File: config.mk
export PLATFORM = sky130hd
export DESIGN_NAME = rv_decode_top
export DESIGN_NICKNAME = d
export VERILOG_FILES = /design/src/design/rv_decode_pkg.sv /design/src/design/rv_field_stage.sv /design/src/design/rv_ctrl_stage.sv /design/src/design/rv_imm_stage.sv /design/src/design/rv_decode_top.sv
export SDC_FILE = /design/constraint.sdc
export NUM_CORES = 1
export LEC_CHECK = 0
export BUFFER_PORTS_ARGS = -buffer_cell sky130_fd_sc_hd__buf_4
export CORE_ASPECT_RATIO = 1.75
export CORE_UTILIZATION = 37
export CTS_CLUSTER_DIAMETER = 120
export CTS_CLUSTER_SIZE = 10
export DETAILED_ROUTE_END_ITERATION = 7
export HOLD_SLACK_MARGIN = 0.03
export SLEW_MARGIN = 20
export SYNTH_ARGS = -nofsm -noshare
export SYNTH_HDL_FRONTEND = slang
export SYNTH_SLANG_ARGS = --single-unit
File: constraint.sdc
create_clock -name clk -period 2.6 [get_ports clk]
set_input_delay 0.26 -clock clk [delete_from_list [all_inputs] [get_ports clk]]
set_output_delay 0.26 -clock clk [all_outputs]
set_load 0.01 [all_outputs]
File: src/design/rv_decode_pkg.sv
package rv_decode_pkg;

    localparam int XLEN       = 64;
    localparam int INST_W     = 32;
    localparam int REG_ADDR_W = 5;

    localparam logic [6:0] OPC_OP        = 7'b0110011;
    localparam logic [6:0] OPC_OP_IMM    = 7'b0010011;
    localparam logic [6:0] OPC_OP_32     = 7'b0111011;
    localparam logic [6:0] OPC_OP_IMM_32 = 7'b0011011;
    localparam logic [6:0] OPC_LOAD      = 7'b0000011;
    localparam logic [6:0] OPC_STORE     = 7'b0100011;
    localparam logic [6:0] OPC_LUI       = 7'b0110111;
    localparam logic [6:0] OPC_AUIPC     = 7'b0010111;
    localparam logic [6:0] OPC_JAL       = 7'b1101111;
    localparam logic [6:0] OPC_JALR      = 7'b1100111;
    localparam logic [6:0] OPC_BRANCH    = 7'b1100011;
    localparam logic [6:0] OPC_SYSTEM    = 7'b1110011;

    localparam logic [INST_W-1:0] INST_ECALL  = 32'h0000_0073;
    localparam logic [INST_W-1:0] INST_EBREAK = 32'h0010_0073;
    localparam logic [INST_W-1:0] INST_MRET   = 32'h3020_0073;

    typedef struct packed {
        logic [6:0]            funct7;
        logic [REG_ADDR_W-1:0] rs2;
        logic [REG_ADDR_W-1:0] rs1;
        logic [2:0]            funct3;
        logic [REG_ADDR_W-1:0] rd;
        logic [6:0]            opcode;
    } r_fmt_t;

    typedef struct packed {
        logic [11:0]           imm;
        logic [REG_ADDR_W-1:0] rs1;
        logic [2:0]            funct3;
        logic [REG_ADDR_W-1:0] rd;
        logic [6:0]            opcode;
    } i_fmt_t;

    typedef struct packed {
        logic [6:0]            imm_hi;   // imm[11:5]
        logic [REG_ADDR_W-1:0] rs2;
        logic [REG_ADDR_W-1:0] rs1;
        logic [2:0]            funct3;
        logic [4:0]            imm_lo;   // imm[4:0]
        logic [6:0]            opcode;
    } s_fmt_t;

    typedef struct packed {
        logic                  imm_12;
        logic [5:0]            imm_10_5;
        logic [REG_ADDR_W-1:0] rs2;
        logic [REG_ADDR_W-1:0] rs1;
        logic [2:0]            funct3;
        logic [3:0]            imm_4_1;
        logic                  imm_11;
        logic [6:0]            opcode;
    } b_fmt_t;

    typedef struct packed {
        logic [19:0]           imm;      // imm[31:12]
        logic [REG_ADDR_W-1:0] rd;
        logic [6:0]            opcode;
    } u_fmt_t;

    typedef struct packed {
        logic                  imm_20;
        logic [9:0]            imm_10_1;
        logic                  imm_11;
        logic [7:0]            imm_19_12;
        logic [REG_ADDR_W-1:0] rd;
        logic [6:0]            opcode;
    } j_fmt_t;

    typedef union packed {
        r_fmt_t r;
        i_fmt_t i;
        s_fmt_t s;
        b_fmt_t b;
        u_fmt_t u;
        j_fmt_t j;
    } rv_inst_t;

    typedef enum logic [3:0] {
        CLS_OP, CLS_OP_IMM, CLS_OP_32, CLS_OP_IMM_32, CLS_LOAD, CLS_STORE, CLS_LUI,
        CLS_AUIPC, CLS_JAL, CLS_JALR, CLS_BRANCH, CLS_SYSTEM, CLS_ILLEGAL
    } inst_class_e;

    typedef enum logic [2:0] {
        IMM_NONE, IMM_I, IMM_S, IMM_B, IMM_U, IMM_J, IMM_SHAMT
    } imm_fmt_e;

    typedef enum logic [3:0] {
        ALU_ADD, ALU_SUB, ALU_SLL, ALU_SLT, ALU_SLTU,
        ALU_XOR, ALU_SRL, ALU_SRA, ALU_OR, ALU_AND
    } alu_op_e;

    typedef enum logic [1:0] {SRC_A_REG, SRC_A_PC, SRC_A_ZERO} src_a_e;
    typedef enum logic [1:0] {SRC_B_REG, SRC_B_IMM, SRC_B_FOUR} src_b_e;

    typedef enum logic [2:0] {BR_EQ, BR_NE, BR_LT, BR_GE, BR_LTU, BR_GEU} br_cond_e;

    typedef enum logic [1:0] {MEM_BYTE, MEM_HALF, MEM_WORD, MEM_DWORD} mem_size_e;

    typedef struct packed {
        logic        valid;
        rv_inst_t    inst;
        inst_class_e cls;
        imm_fmt_e    fmt;
    } field_word_t;

    typedef struct packed {
        logic                  reg_wen;
        logic [REG_ADDR_W-1:0] rd;
        logic [REG_ADDR_W-1:0] rs1;
        logic [REG_ADDR_W-1:0] rs2;
        alu_op_e               alu_op;
        src_a_e                src_a;
        src_b_e                src_b;
        logic                  word_op;
        logic                  load;
        logic                  store;
        mem_size_e             mem_size;
        logic                  mem_unsigned;
        logic                  branch;
        br_cond_e              br_cond;
        logic                  jump;
        logic                  jalr;
        logic                  ecall;
        logic                  ebreak;
        logic                  mret;
        logic                  illegal;
    } ctrl_word_t;

endpackage

File: src/design/rv_field_stage.sv
`timescale 1ns/10ps

module rv_field_stage (
    input  logic                       clk,
    input  logic                       arst_n,
    input  logic                       in_valid,
    input  rv_decode_pkg::rv_inst_t    inst,
    output rv_decode_pkg::field_word_t field
);

    rv_decode_pkg::inst_class_e cls;
    rv_decode_pkg::imm_fmt_e    fmt;
    logic                       shift_f3;

    assign shift_f3 = (inst.r.funct3 == 3'b001) || (inst.r.funct3 == 3'b101); // sll / srl / sra

    always_comb begin
        fmt = rv_decode_pkg::IMM_NONE;
        case (inst.r.opcode)
            rv_decode_pkg::OPC_OP: cls = rv_decode_pkg::CLS_OP;
            rv_decode_pkg::OPC_OP_32: cls = rv_decode_pkg::CLS_OP_32;
            rv_decode_pkg::OPC_OP_IMM: begin
                cls = rv_decode_pkg::CLS_OP_IMM;
                fmt = shift_f3 ? rv_decode_pkg::IMM_SHAMT : rv_decode_pkg::IMM_I;
            end
            rv_decode_pkg::OPC_OP_IMM_32: begin
                cls = rv_decode_pkg::CLS_OP_IMM_32;
                fmt = shift_f3 ? rv_decode_pkg::IMM_SHAMT : rv_decode_pkg::IMM_I;
            end
            rv_decode_pkg::OPC_LOAD: begin
                cls = rv_decode_pkg::CLS_LOAD;
                fmt = rv_decode_pkg::IMM_I;
            end
            rv_decode_pkg::OPC_STORE: begin
                cls = rv_decode_pkg::CLS_STORE;
                fmt = rv_decode_pkg::IMM_S;
            end
            rv_decode_pkg::OPC_LUI: begin
                cls = rv_decode_pkg::CLS_LUI;
                fmt = rv_decode_pkg::IMM_U;
            end
            rv_decode_pkg::OPC_AUIPC: begin
                cls = rv_decode_pkg::CLS_AUIPC;
                fmt = rv_decode_pkg::IMM_U;
            end
            rv_decode_pkg::OPC_JAL: begin
                cls = rv_decode_pkg::CLS_JAL;
                fmt = rv_decode_pkg::IMM_J;
            end
            rv_decode_pkg::OPC_JALR: begin
                cls = rv_decode_pkg::CLS_JALR;
                fmt = rv_decode_pkg::IMM_I;
            end
            rv_decode_pkg::OPC_BRANCH: begin
                cls = rv_decode_pkg::CLS_BRANCH;
                fmt = rv_decode_pkg::IMM_B;
            end
            rv_decode_pkg::OPC_SYSTEM: cls = rv_decode_pkg::CLS_SYSTEM;
            default: cls = rv_decode_pkg::CLS_ILLEGAL;    // unknown opcode
        endcase
    end

    always_ff @(posedge clk or negedge arst_n) begin
        if (!arst_n) begin
            field <= '0;
        end else begin
            field.valid <= in_valid;
            field.inst  <= inst;
            field.cls   <= cls;
            field.fmt   <= fmt;
        end
    end

endmodule

File: src/design/rv_ctrl_stage.sv
`timescale 1ns/10ps

module rv_ctrl_stage (
    input  logic                       clk,
    input  logic                       arst_n,
    input  rv_decode_pkg::field_word_t field,
    output logic                       out_valid,
    output rv_decode_pkg::ctrl_word_t  ctrl
);

    rv_decode_pkg::ctrl_word_t nxt;
    logic [2:0]                f3;
    logic [6:0]                f7;
    logic                      f7_ok;      // funct7 is 0000000 or 0100000
    logic                      shift_ok;   // funct6 form for 64-bit shift immediates

    assign f3       = field.inst.r.funct3;
    assign f7       = field.inst.r.funct7;
    assign f7_ok    = (f7 == 7'b0000000) || (f7 == 7'b0100000);
    assign shift_ok = (f7[6:1] == 6'b000000) || (f7[6:1] == 6'b010000 && f3 == 3'b101);

    function automatic rv_decode_pkg::alu_op_e alu_from_f3(input logic [2:0] fn,
                                                         input logic alt);
        case (fn)
            3'b000:  alu_from_f3 = alt ? rv_decode_pkg::ALU_SUB : rv_decode_pkg::ALU_ADD;
            3'b001:  alu_from_f3 = rv_decode_pkg::ALU_SLL;
            3'b010:  alu_from_f3 = rv_decode_pkg::ALU_SLT;
            3'b011:  alu_from_f3 = rv_decode_pkg::ALU_SLTU;
            3'b100:  alu_from_f3 = rv_decode_pkg::ALU_XOR;
            3'b101:  alu_from_f3 = alt ? rv_decode_pkg::ALU_SRA : rv_decode_pkg::ALU_SRL;
            3'b110:  alu_from_f3 = rv_decode_pkg::ALU_OR;
            default: alu_from_f3 = rv_decode_pkg::ALU_AND;
        endcase
    endfunction

    always_comb begin
        nxt = '0;
        case (field.cls)
            rv_decode_pkg::CLS_OP, rv_decode_pkg::CLS_OP_32: begin
                nxt.reg_wen = 1'b1;
                nxt.rd      = field.inst.r.rd;
                nxt.rs1     = field.inst.r.rs1;
                nxt.rs2     = field.inst.r.rs2;
                nxt.alu_op  = alu_from_f3(f3, f7[5]);
                nxt.word_op = (field.cls == rv_decode_pkg::CLS_OP_32);
                if (nxt.word_op) begin
                    nxt.illegal = !(f3 == 3'b000 || f3 == 3'b101) ? (f3 != 3'b001 || f7 != 7'b0)
                                                                  : !f7_ok;
                end else begin
                    nxt.illegal = (f7 != 7'b0)
                                  && !(f7 == 7'b0100000 && (f3 == 3'b000 || f3 == 3'b101));
                end
            end
            rv_decode_pkg::CLS_OP_IMM, rv_decode_pkg::CLS_OP_IMM_32: begin
                nxt.reg_wen = 1'b1;
                nxt.rd      = field.inst.i.rd;
                nxt.rs1     = field.inst.i.rs1;
                nxt.src_b   = rv_decode_pkg::SRC_B_IMM;
                nxt.alu_op  = alu_from_f3(f3, f3 == 3'b101 && f7[5]);    // no subi
                nxt.word_op = (field.cls == rv_decode_pkg::CLS_OP_IMM_32);
                if (nxt.word_op) begin
                    nxt.illegal = (f3 == 3'b101) ? !f7_ok
                                                 : !(f3 == 3'b000 || (f3 == 3'b001 && f7 == 7'b0));
                end else begin
                    nxt.illegal = (f3 == 3'b001 || f3 == 3'b101) && !shift_ok;
                end
            end
            rv_decode_pkg::CLS_LOAD: begin
                nxt.reg_wen      = 1'b1;
                nxt.rd           = field.inst.i.rd;
                nxt.rs1          = field.inst.i.rs1;
                nxt.src_b        = rv_decode_pkg::SRC_B_IMM;
                nxt.load         = 1'b1;
                nxt.mem_size     = rv_decode_pkg::mem_size_e'(f3[1:0]);
                nxt.mem_unsigned = f3[2];
                nxt.illegal      = (f3 == 3'b111);    // no ldu
            end
            rv_decode_pkg::CLS_STORE: begin
                nxt.rs1      = field.inst.s.rs1;
                nxt.rs2      = field.inst.s.rs2;
                nxt.src_b    = rv_decode_pkg::SRC_B_IMM;
                nxt.store    = 1'b1;
                nxt.mem_size = rv_decode_pkg::mem_size_e'(f3[1:0]);
                nxt.illegal  = f3[2];
            end
            rv_decode_pkg::CLS_LUI, rv_decode_pkg::CLS_AUIPC: begin
                nxt.reg_wen = 1'b1;
                nxt.rd      = field.inst.u.rd;
                nxt.src_b   = rv_decode_pkg::SRC_B_IMM;
                nxt.src_a   = (field.cls == rv_decode_pkg::CLS_LUI) ? rv_decode_pkg::SRC_A_ZERO
                                                                    : rv_decode_pkg::SRC_A_PC;
            end
            rv_decode_pkg::CLS_JAL, rv_decode_pkg::CLS_JALR: begin
                nxt.reg_wen = 1'b1;
                nxt.rd      = field.inst.j.rd;
                nxt.jump    = 1'b1;
                nxt.src_a   = rv_decode_pkg::SRC_A_PC;    // link = pc + 4
                nxt.src_b   = rv_decode_pkg::SRC_B_FOUR;
                if (field.cls == rv_decode_pkg::CLS_JALR) begin
                    nxt.jalr    = 1'b1;
                    nxt.rs1     = field.inst.i.rs1;
                    nxt.illegal = (f3 != 3'b000);
                end
            end
            rv_decode_pkg::CLS_BRANCH: begin
                nxt.rs1     = field.inst.b.rs1;
                nxt.rs2     = field.inst.b.rs2;
                nxt.alu_op  = rv_decode_pkg::ALU_SUB;
                nxt.branch  = 1'b1;
                nxt.illegal = (f3[2:1] == 2'b01);
                case (f3)
                    3'b000:  nxt.br_cond = rv_decode_pkg::BR_EQ;
                    3'b001:  nxt.br_cond = rv_decode_pkg::BR_NE;
                    3'b100:  nxt.br_cond = rv_decode_pkg::BR_LT;
                    3'b101:  nxt.br_cond = rv_decode_pkg::BR_GE;
                    3'b110:  nxt.br_cond = rv_decode_pkg::BR_LTU;
                    default: nxt.br_cond = rv_decode_pkg::BR_GEU;
                endcase
            end
            rv_decode_pkg::CLS_SYSTEM: begin
                nxt.ecall   = (field.inst == rv_decode_pkg::INST_ECALL);
                nxt.ebreak  = (field.inst == rv_decode_pkg::INST_EBREAK);
                nxt.mret    = (field.inst == rv_decode_pkg::INST_MRET);
                nxt.illegal = !(nxt.ecall || nxt.ebreak || nxt.mret);
            end
            default: nxt.illegal = 1'b1;
        endcase

        if (nxt.illegal) begin    // kill side effects
            nxt.reg_wen = 1'b0;
            nxt.load    = 1'b0;
            nxt.store   = 1'b0;
            nxt.branch  = 1'b0;
            nxt.jump    = 1'b0;
        end
        if (!field.valid) begin
            nxt = '0;
        end
    end

    always_ff @(posedge clk or negedge arst_n) begin
        if (!arst_n) begin
            out_valid <= 1'b0;
            ctrl      <= '0;
        end else begin
            out_valid <= field.valid;
            ctrl      <= nxt;
        end
    end

endmodule

File: src/design/rv_imm_stage.sv
`timescale 1ns/10ps

module rv_imm_stage (
    input  logic                           clk,
    input  logic                           arst_n,
    input  rv_decode_pkg::field_word_t     field,
    output logic [rv_decode_pkg::XLEN-1:0] imm
);

    localparam int XL = rv_decode_pkg::XLEN;

    rv_decode_pkg::rv_inst_t w;
    logic [XL-1:0]           imm_nxt;

    assign w = field.inst;

    always_comb begin
        case (field.fmt)
            rv_decode_pkg::IMM_I:
                imm_nxt = {{(XL-12){w.i.imm[11]}}, w.i.imm};
            rv_decode_pkg::IMM_S:
                imm_nxt = {{(XL-12){w.s.imm_hi[6]}}, w.s.imm_hi, w.s.imm_lo};
            rv_decode_pkg::IMM_B:
                imm_nxt = {{(XL-12){w.b.imm_12}}, w.b.imm_11, w.b.imm_10_5,
                           w.b.imm_4_1, 1'b0};
            rv_decode_pkg::IMM_U:
                imm_nxt = {{(XL-32){w.u.imm[19]}}, w.u.imm, 12'b0};
            rv_decode_pkg::IMM_J:
                imm_nxt = {{(XL-20){w.j.imm_20}}, w.j.imm_19_12, w.j.imm_11,
                           w.j.imm_10_1, 1'b0};
            rv_decode_pkg::IMM_SHAMT:
                imm_nxt = {{(XL-6){1'b0}}, w.i.imm[5:0]};    // shamt, zero extended
            default:
                imm_nxt = '0;
        endcase
    end

    // held through bubbles
    always_ff @(posedge clk or negedge arst_n) begin
        if (!arst_n) begin
            imm <= '0;
        end else if (field.valid) begin
            imm <= imm_nxt;
        end
    end

endmodule

File: src/design/rv_decode_top.sv
`timescale 1ns/10ps

module rv_decode_top (
    input  logic                           clk,
    input  logic                           arst_n,
    input  logic                           in_valid,
    input  rv_decode_pkg::rv_inst_t        inst,
    output logic                           out_valid,
    output rv_decode_pkg::ctrl_word_t      ctrl,
    output logic [rv_decode_pkg::XLEN-1:0] imm
);

    rv_decode_pkg::field_word_t field;    // stage 1 result, feeds both stage 2 blocks

    rv_field_stage u_field (
        .clk      (clk),
        .arst_n   (arst_n),
        .in_valid (in_valid),
        .inst     (inst),
        .field    (field)
    );

    rv_ctrl_stage u_ctrl (
        .clk       (clk),
        .arst_n    (arst_n),
        .field     (field),
        .out_valid (out_valid),
        .ctrl      (ctrl)
    );

    rv_imm_stage u_imm (
        .clk    (clk),
        .arst_n (arst_n),
        .field  (field),
        .imm    (imm)
    );

endmodule

==> results of run 1 <==
-- Yosys cell counts (2+ instances only) --
master and count:
a211o_1 2, a211oi_1 3, a21oi_1 35, a22o_1 4, a22oi_1 6, a31oi_1 5
and2_1 7, and3_1 9, buf_4 32, clkbuf_1 21, dfrtp_1 113, inv_1 39
mux2i_1 2, nand2_1 26, nand2b_1 6, nand3_1 4, nand3b_1 4, nand4_1 3
nor2_1 30, nor2b_1 12, nor3_1 12, nor3b_1 5, nor4_1 5, o21a_1 3
o21ai_0 12, o22ai_1 22, or3_1 3
-- routing by layer --
metal | wire [microns] | track usage, % | vias to the layer above
met5 | 0 | 0 | -
met2 | 6900 | 35.6 | 145
met3 | 558 | 4.09 | 31
met4 | 439 | 11.2 | 0
li1 | - | - | 1786
met1 | 4440 | 21.1 | 1826
-- worst paths after layout --
path | endpoint | slack (ps) | startpoint
setup / recovery | u_ctrl.ctrl[2] | 590 | u_field.field[19]
hold / removal | u_field.field[9] | 60 | inst[2]
setup reg to reg | u_ctrl.ctrl[2] | 590 | u_field.field[19]
hold reg to reg | u_imm.imm[8] | 520 | u_imm.imm[8]
max in group asynchronous | u_field.field[32] | 1480 | arst_n
min in group asynchronous | u_ctrl.ctrl[28] | 400 | arst_n
-- cells in the final DEF, fill, tap and decap left out, drive strengths merged, types with 12 or more instances in the layout --
cell type | synthesis | layout
a21oi | 35 | 35
o21ai | 12 | 12
dlygate4sd3 | 0 | 33
o22ai | 22 | 22
nor3 | 13 | 13
nand2 | 26 | 26
buf | 34 | 148
nor2b | 12 | 12
dfrtp | 113 | 113
clkbuf | 21 | 18
inv | 39 | 40
nor2 | 30 | 30
-- worst max-delay path, delay by kind of cell (launching register included) --
kind / cells / cell delay, ps
simple gates: 5 / 1410
flops: 1 / 510
-- per-stage QoR --
stage	cells	cell area, sq um
2_1_floorplan	450	4710
3_3_place_gp	711	5730
3_5_place_dp	711	5730
4_1_cts	776	6610
5_1_grt	776	6610
6_report	776	6610
-- state kept, by name (all words and copies together), names as in the netlist --
name / count
u_ctrl.out_valid: 1
u_ctrl.ctrl: 40
u_field.field: 40
u_imm.imm: 32
-- cell type report --
type                    count  area share [%]
clock buffers              18            6.64
clock inverters            14            1.76
inverters                  40            2.27
multi-input cells         242            21.2
flip-flops and latches    113            42.8
well taps                 168            3.18
repair buffers            181            22.2
-- power groups by stage --
stage                     Combinational, uW  Clock (uW)  Sequential (uW)
final                                   337        2130             1860
after global routing                    373        2250             1870
after CTS                               341        2170             1860
after detailed placement                300           0             1890
after global placement                  296           0             1890
after floorplan                         154           0             1880
-- logic make-up (layout without fill, tap and decap cells) --
logic type	Yosys count	count (layout)	share of synthesized area (%)
AND/OR/NAND/NOR	136	136	15.5
flip-flops	113	113	60.0
AO/OA/AOI/OAI	100	100	13.0
buffers and inverters	95	253	10.3
multiplexers	3	3	0.663
XOR/XNOR	2	2	0.372
adder cells (fa/ha/maj)	1	1	0.212
==> summary.log, run 1 <==
qor: routing.viasPerCell 4.88
qor: die.core_area 0.0124 sq mm
qor: logic_synthesis.syn_area 0.00471 sq mm
qor: pwr.vdd_ir_drop_max 0.578 mV
qor: sta.shortest_clock_period_the_worst_path_allows_after_layout 2010 ps
qor: pwr.clock_power_share 49.2%
qor: layout.layout.filler_cells 1163
qor: clock_network.worst_skew_pair_latency 410 ps
qor: routing.drcViolationCount 0
qor: logic_synthesis.synth_largest_type_area_fraction 60.0%
qor: sta.tightest_hold_margin 61.1 ps
qor: routing.post_drt_wl_per_cell 15.9 microns
qor: placed_design.detailedPlace.worstSlack 635 ps
qor: critical_path.timing.critical_path.slowest_stage_cell dfrtp_1
qor: logic_synthesis.postSynth.topFlopCell dfrtp_1
qor: clock_network.clkSinkCount 113
qor: clock_network.clock_tree.buffer_depth 2
qor: sta.fmax 0.498 GHz
qor: hold_path.min_path_type in2reg
qor: critical_path.timing_worst_setup_path_type reg2reg
qor: pwr.power.share.sequential 43.0%
qor: global_route.grt_pass1_wl 19.1 mm
qor: clock_network.h_tree_levels 4
qor: placed_design.dp_hpwl 8.90 mm
qor: critical_path.path_cells or3_4, nand3b_1, or4b_1, or2_1, nor2_1
qor: clock_network.cts-resized-gates 0
qor: logic_synthesis.ys_seq_elements 113
qor: logic_synthesis.count_of_yosys_warnings_during_synthesis 0
qor: layout.diodes_inserted 0
qor: global_route.grt_max_degree 59
qor: die.floorplan.rows 54
qor: pwr.total_switching_power 1030 uW
qor: hold_path.timing.hold.worst_path_depth 1
qor: layout.seqCellArea 0.00283 sq mm
qor: critical_path.cp.arrival 2350 ps
qor: clock_network.cts.hold.buffers_added 33
qor: pwr.power.switching_fraction 23.8%
qor: layout.multi_input_area 0.00140 sq mm
qor: critical_path.crit_path_max_incr_delay 510 ps
qor: pwr.p_total 4330 uW
qor: layout.synthToLayoutAreaGrowth 40.2%
qor: global_route.grt_overflow 0
qor: sta.worst_slew_margin_rel 40.9%
qor: global_route.antenna_violations_before_repair 0
qor: critical_path.timing.critical_path.fanout_max 13
qor: routing.initialDrtViolationCount 139
qor: pwr.comb_power_share 7.8%
qor: pwr.power.leakage 0.00315 uW
qor: logic_synthesis.synth-edff-count 0
qor: sta.finalHoldViolCount 0
qor: sta.final.period_utilization 77.3%
qor: pwr.p_int 3300 uW
qor: logic_synthesis.ys_async_sr_fraction 100%
qor: sta.finalMaxSlewViolations 0
qor: critical_path.worstPathRequired 2940 ps
qor: logic_synthesis.synthesis.area_per_instance 10.5 sq um
qor: global_route.grt_use_total 19.8%
qor: sta.setup_viol 0
qor: placed_design.buffer_ports.inserted 139
qor: die.pin_count 140
qor: sta.worst_slew_pin_slew 886 ps
qor: routing.final_wl 12.3 mm
qor: sta.grt_setup_unrepaired false
qor: sta.finalSetupTns 0 ps
qor: global_route.first_global_vias 3792
qor: clock_network.tritoncts yes
qor: logic_synthesis.post_synth_main_area_contributors dfrtp_1 (60%), buf_4 (5.1%), a21oi_1 (3.7%)
qor: logic_synthesis.synth.lib_cells_used.distinct 52
qor: critical_path.startpoint_type register
qor: clock_network.cts-root-buf clkbuf_16
qor: logic_synthesis.synth_top_area_cell dfrtp_1
qor: routing.drt_first_pass_iters 4
qor: critical_path.worst-r2r-cell-count 5
qor: routing.detailed_route_via_count 3788
qor: routing.residual_antenna_violating_net_count_after_detailed_routing 0
qor: status.status finished clean
qor: critical_path.kind_of_end_point_of_the_critical_path register
qor: die.start_util 37.9%
qor: die.full_die_area 0.0132 sq mm
qor: die.die_width 87.3 microns
qor: layout.nets_final 630
qor: logic_synthesis.share_of_synthesized_area_occupied_by_flip_flops_and_latches 60.0%
qor: placed_design.finalWeightedCongestion 0.834
qor: pwr.p_per_cell_area 655 mW/mm^2
qor: logic_synthesis.synthesized_netlist_net_count 485
qor: sta.fin_skew 5.83 ps
qor: clock_network.post_cts.repair.setup_buffers 0
qor: layout.drive_gt1_share 30.6%
qor: flow_run.max_cap_violations 0
qor: die.die_h 151 microns
qor: logic_synthesis.syn-instance-count 450
qor: layout.final_util 53.2%
qor: clock_network.total_cts_buffers 17
qor: clock_network.clkSlewWorstSetupHoldPaths 50 ps
qor: sta.fin_ws 591 ps
Note: power is estimated with default switching activity, not from simulation.
==> inputs of run 2 (changes only) <==
- clock period: 2.6 -> 2 ns (I/O delays scaled with it)
==> summary.log, run 2 (same netlist as run 1, synthesis figures left out) <==
qor: layout.layout.filler_cells 1134
qor: global_route.grt_max_degree 114
qor: layout.drive_gt1_share 33.2%
qor: flow_run.max_cap_violations 0
qor: sta.finalHoldViolCount 0
qor: critical_path.worstPathRequired 2340 ps
qor: layout.diodes_inserted 0
qor: global_route.antenna_violations_before_repair 0
qor: critical_path.critical-path-top-delay-family simple AND/OR/NAND/NOR gates
qor: routing.drcViolationCount 0
qor: sta.grt_setup_unrepaired false
qor: sta.final.period_utilization 95.4%
qor: routing.drt_first_pass_iters 5
qor: global_route.grt_pass1_wl 19.9 mm
qor: critical_path.startpoint_type register
qor: global_route.grt_use_total 20.5%
qor: critical_path.timing.critical_path.slowest_stage_cell or4b_4
qor: layout.synthToLayoutAreaGrowth 44.0%
qor: critical_path.timing_worst_setup_path_type reg2reg
qor: clock_network.clkSlewWorstSetupHoldPaths 50 ps
qor: sta.worst_slew_pin_slew 719 ps
qor: clock_network.clock_tree.buffer_depth 2
qor: routing.residual_antenna_violating_net_count_after_detailed_routing 0
qor: critical_path.path_cells nor4_2, nand4_1, or4b_4, or2_1, nor2_1
qor: sta.finalMaxSlewViolations 0
qor: die.die_h 151 microns
qor: routing.post_drt_wl_per_cell 15.9 microns
qor: clock_network.worst_skew_pair_latency 410 ps
qor: sta.finalSetupTns 0 ps
qor: die.die_width 87.3 microns
qor: pwr.power.leakage 0.00324 uW
qor: die.full_die_area 0.0132 sq mm
qor: sta.shortest_clock_period_the_worst_path_allows_after_layout 1910 ps
qor: routing.viasPerCell 4.84
qor: layout.most-common-layout-cells buf_4 (162), dfrtp_1 (113), inv_1 (39)
qor: status.status finished clean
qor: routing.detailed_route_via_count 3831
qor: sta.fmax 0.524 GHz
qor: critical_path.cp.arrival 2240 ps
qor: critical_path.crit_path_max_incr_delay 570 ps
qor: routing.final_wl 12.6 mm
qor: placed_design.buffer_ports.inserted 139
qor: global_route.first_global_vias 3943
qor: placed_design.finalWeightedCongestion 0.825
qor: clock_network.h_tree_levels 4
qor: clock_network.cts-root-buf clkbuf_16
qor: pwr.vdd_ir_drop_max 0.612 mV
qor: clock_network.total_cts_buffers 17
qor: die.pin_count 140
qor: placed_design.detailedPlace.worstSlack 92.1 ps
qor: placed_design.dp_hpwl 9.07 mm
qor: routing.initialDrtViolationCount 146
qor: critical_path.worst-path-buf-inv 0
qor: sta.fin_ws 92.6 ps
qor: global_route.grt_overflow 0
qor: layout.final_common_cell buf_4
qor: die.core_area 0.0124 sq mm
qor: sta.fin_skew 7.68 ps
qor: layout.largestRegisters u_ctrl.ctrl x40, u_field.field x40, u_imm.imm x32
qor: hold_path.min_path_type in2async
qor: sta.setup_viol 0
qor: die.start_util 37.9%
qor: critical_path.worst_setup_path_startpoint u_field.field[24]
qor: critical_path.kind_of_end_point_of_the_critical_path register
qor: sta.worst_slew_margin_rel 51.9%
qor: clock_network.tritoncts yes
qor: clock_network.clkSinkCount 113
qor: critical_path.reg2reg_from u_field.field[24]
qor: layout.nets_final 646
qor: pwr.p_per_cell_area 865 mW/mm^2
qor: die.floorplan.rows 54
qor: critical_path.timing.critical_path.fanout_max 3
==> run 2: cell count changes in the layout (fill, tap and decap cells not counted), moves of 2 or more <==
cell | previous run | this run
bufinv_16 | 1 | 3
buf_4 | 146 | 162
nor4_1 | 5 | 3
nor4_2 | 0 | 2
==> run 2: worst register-to-register path, stage by stage, from the launching register on <==
cell and delay, ps:
dfrtp_1 400, nor4_2 310, nand4_1 240, or4b_4 570, or2_1 230, nor2_1 90
==> run 2: what timing repair did <==
action                                  4_1_cts  5_1_grt
endpoints found under the hold margin       146        0
buffers inserted                              0        1
resized for setup                             0        6
endpoints found under the setup margin        0        6
hold buffers                                 34        0
==> run 2: path summary, 6_finish.rpt <==
check,cells past startpoint,slack [ps],endpoint
max in group asynchronous,3,1130,u_field.field[2]
setup reg to reg,5,90,u_ctrl.ctrl[2]
hold / removal,3,410,u_ctrl.ctrl[30]
setup / recovery,5,90,u_ctrl.ctrl[2]
hold reg to reg,2,520,u_imm.imm[9]
min in group clk,2,440,u_field.field[32]
==> run 2: final cells by class <==
| cell class | instances | area, sq um | share of cell area (%) |
|---|---|---|---|
| inverter | 40 | 150 | 2.21 |
| clock inverter | 15 | 168 | 2.47 |
| clock buffer | 17 | 425 | 6.26 |
| sequential | 113 | 2830 | 41.6 |
| tap | 168 | 210 | 3.10 |
| multi-input combinational | 242 | 1430 | 21.1 |
| timing repair buffer | 197 | 1580 | 23.2 |
==> run 2: metrics by stage <==
stage | instance area, sq um | power, uW | utilization (%) | hold WS (ps) | cells
floorplan | 4710 | 2640 | - | -95.6 | 450
global placement | 5820 | 2860 | 46.8 | 311 | 725
finish | 6790 | 5880 | 54.6 | 409 | 792
CTS | 6750 | 5920 | 54.3 | 421 | 791
detailed placement | 5820 | 2870 | 46.8 | 310 | 725
global route | 6790 | 6100 | 54.6 | 432 | 792
==> run 2: layer usage <==
metal,part of all wire (%),GRT usage [%],vias to the layer above
li1,-,-,1831
met1,36,21.2,1828
met5,0,0,-
met4,3.0,10.0,0
met2,56,37.7,147
met3,4.4,5.07,25
==> run 2: report_power, final <==
part           leakage [uW]  switching (uW)  internal, uW  total, uW
Clock              0.000285            1050          1940       2990
Combinational       0.00148             247           233        480
Sequential          0.00148            51.8          2350       2400
